**config.mk**
```make
export PLATFORM = sky130hd
export DESIGN_NAME = stream_gen_top
export DESIGN_NICKNAME = d
export VERILOG_FILES = /design/src/common/stream_pkg.sv /design/src/logic/pattern_bram.sv /design/src/producer/axis_producer.sv /design/src/logic/stream_ctrl.sv /design/src/logic/stream_checksum.sv /design/src/logic/stream_gen_top.sv
export SDC_FILE = /design/constraint.sdc
export NUM_CORES = 2
export LEC_CHECK = 0
export BUFFER_PORTS_ARGS = -buffer_cell sky130_fd_sc_hd__buf_2
export CORE_ASPECT_RATIO = 1.4
export CORE_MARGIN = 2
export CORE_UTILIZATION = 40
export CTS_CLUSTER_DIAMETER = 40
export CTS_CLUSTER_SIZE = 40
export DETAILED_ROUTE_END_ITERATION = 6
export GPL_ROUTABILITY_DRIVEN = 0
export SKIP_LAST_GASP = 1
export SLEW_MARGIN = 40
export SYNTH_ARGS = -nofsm -noshare
export SYNTH_HDL_FRONTEND = slang
export SYNTH_SLANG_ARGS = --single-unit
```
**constraint.sdc**
```tcl
create_clock -name i_clk -period 4.74 [get_ports i_clk]
set_input_delay 0.474 -clock i_clk [delete_from_list [all_inputs] [get_ports i_clk]]
set_output_delay 0.474 -clock i_clk [all_outputs]
set_load 0.005 [all_outputs]
```
**src/common/stream_pkg.sv**
```systemverilog
////////////////////
// widths, pipeline latency and word types
// shared by the pattern generator blocks
////////////////////

package stream_pkg;

    // a pattern word is as wide as a stream word.
    localparam int unsigned NB_DATA = 32;

    // pattern memory address width for 64 words.
    localparam int unsigned NB_ADDR = 6;

    // width of the pass counter.
    localparam int unsigned NB_PASS = 8;

    // read stages between address issue and the output register.
    // the memory read register is the first, the output register the second.
    localparam int unsigned DPATH_LATENCY = 2;

    // one memory or stream word.
    typedef logic [NB_DATA-1:0] data_t;

    // one memory address.
    typedef logic [NB_ADDR-1:0] addr_t;

    // a pass count.
    typedef logic [NB_PASS-1:0] pass_t;

    // running checksum as wide as a word.
    typedef logic [NB_DATA-1:0] chk_t;

endpackage

```
**src/logic/pattern_bram.sv**
```systemverilog
////////////////////
// pattern memory, one write port
////////////////////

`timescale 1ns/1ps

module pattern_bram
    import stream_pkg::*;
(
    input  logic  i_clk,

    input  logic  i_wr_enb,
    input  addr_t i_wr_addr,
    input  data_t i_wr_data,

    input  logic  i_rd_enb,
    input  addr_t i_rd_addr,
    output data_t o_rd_data
);

    data_t mem [2**NB_ADDR];
    data_t rd_data;

    always_ff @(posedge i_clk) begin
        if (i_wr_enb) begin
            mem[i_wr_addr] <= i_wr_data;
        end
    end

    // the read register holds its word while the enable is low.
    always_ff @(posedge i_clk) begin
        if (i_rd_enb) begin
            rd_data <= mem[i_rd_addr];
        end
    end

    assign o_rd_data = rd_data;

endmodule

```
**src/producer/axis_producer.sv**
```systemverilog
////////////////////
// windowed memory reader
// driving the output stream
////////////////////

`timescale 1ns/1ps

module axis_producer
    import stream_pkg::*;
(
    input  logic  i_clk,
    input  logic  i_rst,

    input  logic  i_restart,
    input  logic  i_run,
    input  addr_t i_win_start,
    input  addr_t i_win_end,

    output logic  o_mem_rd_enb,
    output addr_t o_mem_rd_addr,
    input  data_t i_mem_rd_data,

    input  logic  i_axis_ready,
    output logic  o_axis_valid,
    output data_t o_axis_data,
    output logic  o_axis_last
);

    addr_t                    rd_addr;
    logic                     advance;
    logic                     out_vld;
    logic [DPATH_LATENCY-1:0] vld_sr;
    logic [DPATH_LATENCY-1:0] last_sr;
    data_t                    axis_data;

    assign out_vld = vld_sr[DPATH_LATENCY-1];

    // the whole pipeline moves as one.
    // it moves when the output word leaves, or while the output stage is empty.
    assign advance = i_run & ~i_restart & (~out_vld | i_axis_ready);

    always_ff @(posedge i_clk) begin
        if (i_rst) begin
            rd_addr <= '0;
        end
        else if (i_restart) begin
            rd_addr <= i_win_start;
        end
        else if (advance) begin
            if (rd_addr == i_win_end) begin
                rd_addr <= i_win_start;
            end
            else begin
                rd_addr <= rd_addr + addr_t'(1);
            end
        end
    end

    // words still in flight are dropped once run falls.
    always_ff @(posedge i_clk) begin
        if (i_rst || i_restart || !i_run) begin
            vld_sr <= '0;
        end
        else if (advance) begin
            vld_sr <= {vld_sr[DPATH_LATENCY-2:0], 1'b1};
        end
    end

    // the end-address mark follows its word through both stages.
    always_ff @(posedge i_clk) begin
        if (i_rst || i_restart) begin
            last_sr <= '0;
        end
        else if (advance) begin
            last_sr <= {last_sr[DPATH_LATENCY-2:0], rd_addr == i_win_end};
        end
    end

    always_ff @(posedge i_clk) begin
        if (advance) begin
            axis_data <= i_mem_rd_data;
        end
    end

    assign o_mem_rd_enb  = advance;
    assign o_mem_rd_addr = rd_addr;

    // run falls in the cycle after the final transfer, so it masks the next word.
    assign o_axis_valid = out_vld & i_run;
    assign o_axis_data  = axis_data;
    assign o_axis_last  = last_sr[DPATH_LATENCY-1];

endmodule

```
**src/logic/stream_ctrl.sv**
```systemverilog
////////////////////
// run control, loads, passes, busy and done
////////////////////

`timescale 1ns/1ps

module stream_ctrl
    import stream_pkg::*;
(
    input  logic  i_clk,
    input  logic  i_rst,

    input  logic  i_start,
    input  addr_t i_start_addr,
    input  addr_t i_end_addr,
    input  pass_t i_pass_count,

    input  logic  i_load_valid,
    output logic  o_load_ready,
    output logic  o_mem_wr_enb,

    input  logic  i_xfer,
    input  logic  i_xfer_last,

    output logic  o_restart,
    output logic  o_run,
    output addr_t o_win_start,
    output addr_t o_win_end,
    output logic  o_busy,
    output logic  o_done
);

    logic  busy;
    logic  restart;
    logic  done;
    logic  start_ok;
    pass_t passes_left;
    addr_t win_start;
    addr_t win_end;

    // a start is taken only while idle and over a well-ordered window.
    assign start_ok = i_start & ~busy & (i_start_addr <= i_end_addr);

    always_ff @(posedge i_clk) begin
        if (i_rst) begin
            busy        <= 1'b0;
            restart     <= 1'b0;
            done        <= 1'b0;
            passes_left <= '0;
        end
        else begin
            restart <= 1'b0;
            done    <= 1'b0;
            if (start_ok) begin
                restart <= 1'b1;
                if (i_pass_count == '0) begin
                    done <= 1'b1;
                end
                else begin
                    busy        <= 1'b1;
                    passes_left <= i_pass_count;
                end
            end
            else if (busy && i_xfer && i_xfer_last) begin
                // one pass ends with each word read from the end address.
                passes_left <= passes_left - pass_t'(1);
                if (passes_left == pass_t'(1)) begin
                    busy <= 1'b0;
                    done <= 1'b1;
                end
            end
        end
    end

    always_ff @(posedge i_clk) begin
        if (start_ok) begin
            win_start <= i_start_addr;
            win_end   <= i_end_addr;
        end
    end

    assign o_load_ready = ~busy;
    assign o_mem_wr_enb = i_load_valid & ~busy;
    assign o_restart    = restart;
    assign o_run        = busy;
    assign o_win_start  = win_start;
    assign o_win_end    = win_end;
    assign o_busy       = busy;
    assign o_done       = done;

endmodule

```
**src/logic/stream_checksum.sv**
```systemverilog
////////////////////
// rotate-xor signature of stream words
////////////////////

`timescale 1ns/1ps

module stream_checksum
    import stream_pkg::*;
(
    input  logic  i_clk,
    input  logic  i_rst,

    input  logic  i_restart,

    input  logic  i_axis_valid,
    input  logic  i_axis_ready,
    input  data_t i_axis_data,

    output chk_t  o_checksum
);

    chk_t checksum;
    chk_t rotated;

    assign rotated = {checksum[NB_DATA-2:0], checksum[NB_DATA-1]};

    always_ff @(posedge i_clk) begin
        if (i_rst || i_restart) begin
            checksum <= '0;
        end
        else if (i_axis_valid && i_axis_ready) begin
            // rotate left by one, then fold in the accepted word.
            checksum <= rotated ^ i_axis_data;
        end
    end

    assign o_checksum = checksum;

endmodule

```
**src/logic/stream_gen_top.sv**
```systemverilog
////////////////////
// pattern generator top level
////////////////////

`timescale 1ns/1ps

module stream_gen_top
    import stream_pkg::*;
(
    input  logic  i_clk,
    input  logic  i_rst,

    input  logic  i_load_valid,
    input  addr_t i_load_addr,
    input  data_t i_load_data,
    output logic  o_load_ready,

    input  logic  i_start,
    input  addr_t i_start_addr,
    input  addr_t i_end_addr,
    input  pass_t i_pass_count,

    input  logic  i_axis_ready,
    output logic  o_axis_valid,
    output data_t o_axis_data,
    output logic  o_axis_last,

    output logic  o_busy,
    output logic  o_done,
    output chk_t  o_checksum
);

    logic  mem_wr_enb;
    logic  mem_rd_enb;
    addr_t mem_rd_addr;
    data_t mem_rd_data;
    logic  restart;
    logic  run;
    addr_t win_start;
    addr_t win_end;
    logic  xfer;

    // a transfer is the output handshake itself.
    assign xfer = o_axis_valid & i_axis_ready;

    stream_ctrl u_ctrl (
        .i_clk        (i_clk),
        .i_rst        (i_rst),
        .i_start      (i_start),
        .i_start_addr (i_start_addr),
        .i_end_addr   (i_end_addr),
        .i_pass_count (i_pass_count),
        .i_load_valid (i_load_valid),
        .o_load_ready (o_load_ready),
        .o_mem_wr_enb (mem_wr_enb),
        .i_xfer       (xfer),
        .i_xfer_last  (o_axis_last),
        .o_restart    (restart),
        .o_run        (run),
        .o_win_start  (win_start),
        .o_win_end    (win_end),
        .o_busy       (o_busy),
        .o_done       (o_done)
    );

    pattern_bram u_bram (
        .i_clk     (i_clk),
        .i_wr_enb  (mem_wr_enb),
        .i_wr_addr (i_load_addr),
        .i_wr_data (i_load_data),
        .i_rd_enb  (mem_rd_enb),
        .i_rd_addr (mem_rd_addr),
        .o_rd_data (mem_rd_data)
    );

    axis_producer u_producer (
        .i_clk         (i_clk),
        .i_rst         (i_rst),
        .i_restart     (restart),
        .i_run         (run),
        .i_win_start   (win_start),
        .i_win_end     (win_end),
        .o_mem_rd_enb  (mem_rd_enb),
        .o_mem_rd_addr (mem_rd_addr),
        .i_mem_rd_data (mem_rd_data),
        .i_axis_ready  (i_axis_ready),
        .o_axis_valid  (o_axis_valid),
        .o_axis_data   (o_axis_data),
        .o_axis_last   (o_axis_last)
    );

    stream_checksum u_checksum (
        .i_clk        (i_clk),
        .i_rst        (i_rst),
        .i_restart    (restart),
        .i_axis_valid (o_axis_valid),
        .i_axis_ready (i_axis_ready),
        .i_axis_data  (o_axis_data),
        .o_checksum   (o_checksum)
    );

endmodule

```
==> metrics.md <==
| Metric | Value |
|---|---|
| Critical register-to-register path startpoint | u_producer.o_mem_rd_addr[0] |
| TritonCTS Buffers | 170 |
| I/O pin cnt | between 100 and 150 |
| Register clock-pin slew on the reported worst setup and hold paths | approximately 0.08 ns |
| Portion of total power attributed to the clock network | 0.379 |
| Number of post-CTS setup repair buffers | 0 |
| Sequential cell fraction of total power | 0.545 |
| Post-DR vias/cell | 5.84 |
| Transition time of the tightest slew-check pin | approximately 0.9 ns |
| Clock latency of the later-clocked register in the worst-skew pair | between 0.8 and 0.9 ns |
| Worst Hold Margin | between 0.06 and 0.07 ns |
| Die Ht | around 540 um |
| Post-route setup TNS | 0 ns |
| Power per unit of standard cell area | between 400 and 500 nW/um^2 |
| Root cell of the clock tree | sky130_fd_sc_hd__clkbuf_16 |
| F_max | around 0.27 GHz |
| Gr ovfl total | 0 |
| Highest net fanout along the worst path | 39 |
| Relative slew slack | 0.394 |
| Path class of the lowest-slack min-delay path | in2reg |
| Crit path largest cell delay | 0.81 ns |
| Part of the total power dissipated in combinational logic | 0.077 |
| Critical path class | reg2reg |
| Yosys cell types | 60 |
| Cell-internal power | ~0.03 W |
| Synth top area cells | sky130_fd_sc_hd__edfxtp_1, sky130_fd_sc_hd__mux4_2, sky130_fd_sc_hd__mux2i_1 |
| Static Leak | roughly 28 nW |
| Critical Path Sink | u_bram.o_rd_data[18] |
| Final worst path period share | 0.768 |
| Buffer depth of the longest clock path | 4 |
| Cell type with the largest total area after synthesis | sky130_fd_sc_hd__edfxtp_1 |
| R2r worst-path depth | 6 |
| Endpoint of the worst register-to-register path | u_bram.o_rd_data[18] |
| Post-DP HPWL | approximately 130000 um |
| Post-synth ARST share | 0 |
| Number of enable flip-flop cells after synthesis | 2124 |
| Clk_skew | 0.0515 ns |
| Kind of end point of the critical path | flop |
| Final count of pins violating max slew | 0 |
| Average cell area after synthesis | 22.0 um^2 |
| Maximum number of pins on one net before global-route repair | between 60 and 70 |
| Share of the synthesized area in the top cell type | 0.765 |
| Average detailed-routed wire length per instance | 31.3 um |
| Sinks on the clock net | between 2000 and 2500 |
| Sw Ratio | 0.238 |
| Net count of the finished layout | 4150 |
| Beginning of the critical path | u_producer.o_mem_rd_addr[0] |
| Worst Setup Start Kind | flop |
| Horizontal extent of the die | 390 um |
| Remaining antenna violation count | 0 |
| Number of maximum-capacitance constraint violations | 0 |
| Most numerous cell types in the synthesized netlist | sky130_fd_sc_hd__edfxtp_1, sky130_fd_sc_hd__mux4_2, sky130_fd_sc_hd__mux2i_1, sky130_fd_sc_hd__nor2_1, sky130_fd_sc_hd__clkbuf_1 |
| Arrival time worst endpoint | between 4 and 5 ns |
| DRT Pass-1 Iters | 7 |
| Setup repair after global routing missed its margin | no |
| Count of endpoints failing hold in the final timing report | 0 |
| Net count after synthesis | roughly 3900 |
| Wire length of the first global-routing pass | approximately 310000 um |
| Switch Pwr | between 0.009 and 0.01 W |
| Proportion of layout cells with a drive suffix above 1 | 0.284 |
| Minimum setup slack among reg-to-reg paths | between 1 and 1.5 ns |
| Die area | roughly 210000 um^2 |
| FP Rows | roughly 200 |
| Floorplan Core Area | roughly 210000 um^2 |
| Post-synthesis sequential element count | ~2200 |
| Overall routing resource usage | 0.203 |
| Initial drt markers | around 4400 |
| Area growth syn-to-layout | 13.8% |
| Mapped Area | 83300 um^2 |
| Initial antenna violation count | 20 |
| Slowest stage cell, crit path | sky130_fd_sc_hd__dfxtp_4 |
| Vias in the first global route | ~41000 |
| Cell count after synthesis | between 3000 and 4000 |
| Critical path, cell by cell | buf_12, buf_12, mux4_2, mux4_2, a21oi_1, o21ai_1 |
| Final setup fails | 0 |
| IR Drop Worst-Case VDD | 0.000279 V |
| Initial Util | 0.402 |
| Endpoint required time on the critical path | between 5 and 6 ns |
| Most frequent cell after synthesis | sky130_fd_sc_hd__edfxtp_1 |
| Drt drc | 0 |
| Fin crit period | roughly 3.6 ns |
| Number of warnings issued by yosys | 0 |
| Level count of the clock H-tree | 4 |
| Run status | finished clean |
| Clock tree from TritonCTS | yes |
| Via count of the routed design | 40400 |
| Total wirelength of the detailed-routed design | 217000 um |
| Flip-flop cell with the highest count after synthesis | sky130_fd_sc_hd__edfxtp_1 |
| Final core occ | 0.457 |
| Register area share after synthesis | 0.778 |
| Number of port buffers | between 100 and 150 |
## worst min path at each step
stage	end	depth (start not counted)	startpoint	slack [ns]
floorplan	u_producer.o_axis_data[0]	0	u_bram.o_rd_data[0]	0.40
global placement	u_producer.o_axis_data[15]	0	u_bram.o_rd_data[15]	0.41
detailed placement	u_producer.o_axis_data[15]	0	u_bram.o_rd_data[15]	0.41
CTS	u_ctrl.passes_left[3]	2	i_rst	0.01
global route	u_producer.o_mem_rd_addr[1]	2	i_rst	0.06
finish	u_ctrl.passes_left[5]	2	i_rst	0.06
## cell usage in the layout (no fill, tap or decap), types with 53 or more instances in the layout
cell,instances
sky130_fd_sc_hd__a211oi_1,66
sky130_fd_sc_hd__o21ai_0,53
sky130_fd_sc_hd__mux4_2,489
sky130_fd_sc_hd__mux2i_1,196
sky130_fd_sc_hd__clkbuf_16,171
sky130_fd_sc_hd__edfxtp_1,2124
sky130_fd_sc_hd__nor2_4,65
sky130_fd_sc_hd__buf_4,141
sky130_fd_sc_hd__a21oi_1,61
sky130_fd_sc_hd__buf_2,111
sky130_fd_sc_hd__nor2_1,70
## kinds of logic after synthesis
kind of cell,count (synthesis),share of synthesized area
AOI/OAI and AO/OA,368,0.0294
buffers and inverters,226,0.0135
xor gates and xnor gates,39,0.00410
muxes,709,0.159
and+or+nand+nor,268,0.0147
adders and majority gates,9,0.00135
DFF,2177,0.778
## power by group through the flow
stage / Combinational (W) / Sequential (W) / Clock [W]
finish: 0.00302 / 0.0214 / 0.0149
global route: 0.00323 / 0.0214 / 0.0158
CTS: 0.00306 / 0.0214 / 0.0151
detailed placement: 0.00304 / 0.0219 / 0
global placement: 0.00301 / 0.0219 / 0
floorplan: 0.00199 / 0.0217 / 0
## through the flow
stage | worst slack (ns) | area, um^2 | power (W) | cells
detailed placement | 1.11 | 88800 | 0.0249 | 6583
finish | 1.10 | 94800 | 0.0393 | 6922
floorplan | 0.895 | 83300 | 0.0237 | 3796
global placement | 0.858 | 88600 | 0.0249 | 6576
CTS | 1.12 | 94700 | 0.0396 | 6904
global route | 0.981 | 94800 | 0.0404 | 6913
## layer usage
metal,vias up,global-route usage,part of all wire
li1,16600,-,-
met1,22000,0.264,0.39
met2,1530,0.355,0.52
met3,311,0.0291,0.064
met4,12,0.0580,0.027
met5,-,0,0.00036
## worst max-delay path: cells and delay by family, from the launching register on
family / cells / cell delay [ns]
mux: 2 / 1.08
flops: 1 / 0.81
compound gates: 2 / 0.77
buf+inv: 2 / 0.63
## final cells by class
class,instances,area [um^2]
fill,17000,113000
sequential,2177,64900
multi-input combinational,1393,17900
clock buffer,177,4300
tap,2700,3380
timing repair buffer,323,2860
clock inverter,126,1460
inverter,13,48.8
antenna,13,32.5
## registers in the layout, indices dropped and copies added (netlist names)
name and cells:
u_ctrl.o_win_start 6, u_ctrl.o_done 1, u_producer.vld_sr 2, u_producer.last_sr 2, u_ctrl.passes_left 8, u_producer.o_axis_data 32, u_bram.mem 2048, u_ctrl.o_busy 1
u_ctrl.o_win_end 6, u_bram.o_rd_data 32, u_checksum.o_checksum 32, u_ctrl.o_restart 1, u_producer.o_mem_rd_addr 6
## what timing repair did
item,in CTS,in global routing
resized for setup,0,0
endpoints found under the hold margin,18,0
hold buffers,18,0
Note: power is estimated with default switching activity, not from simulation.
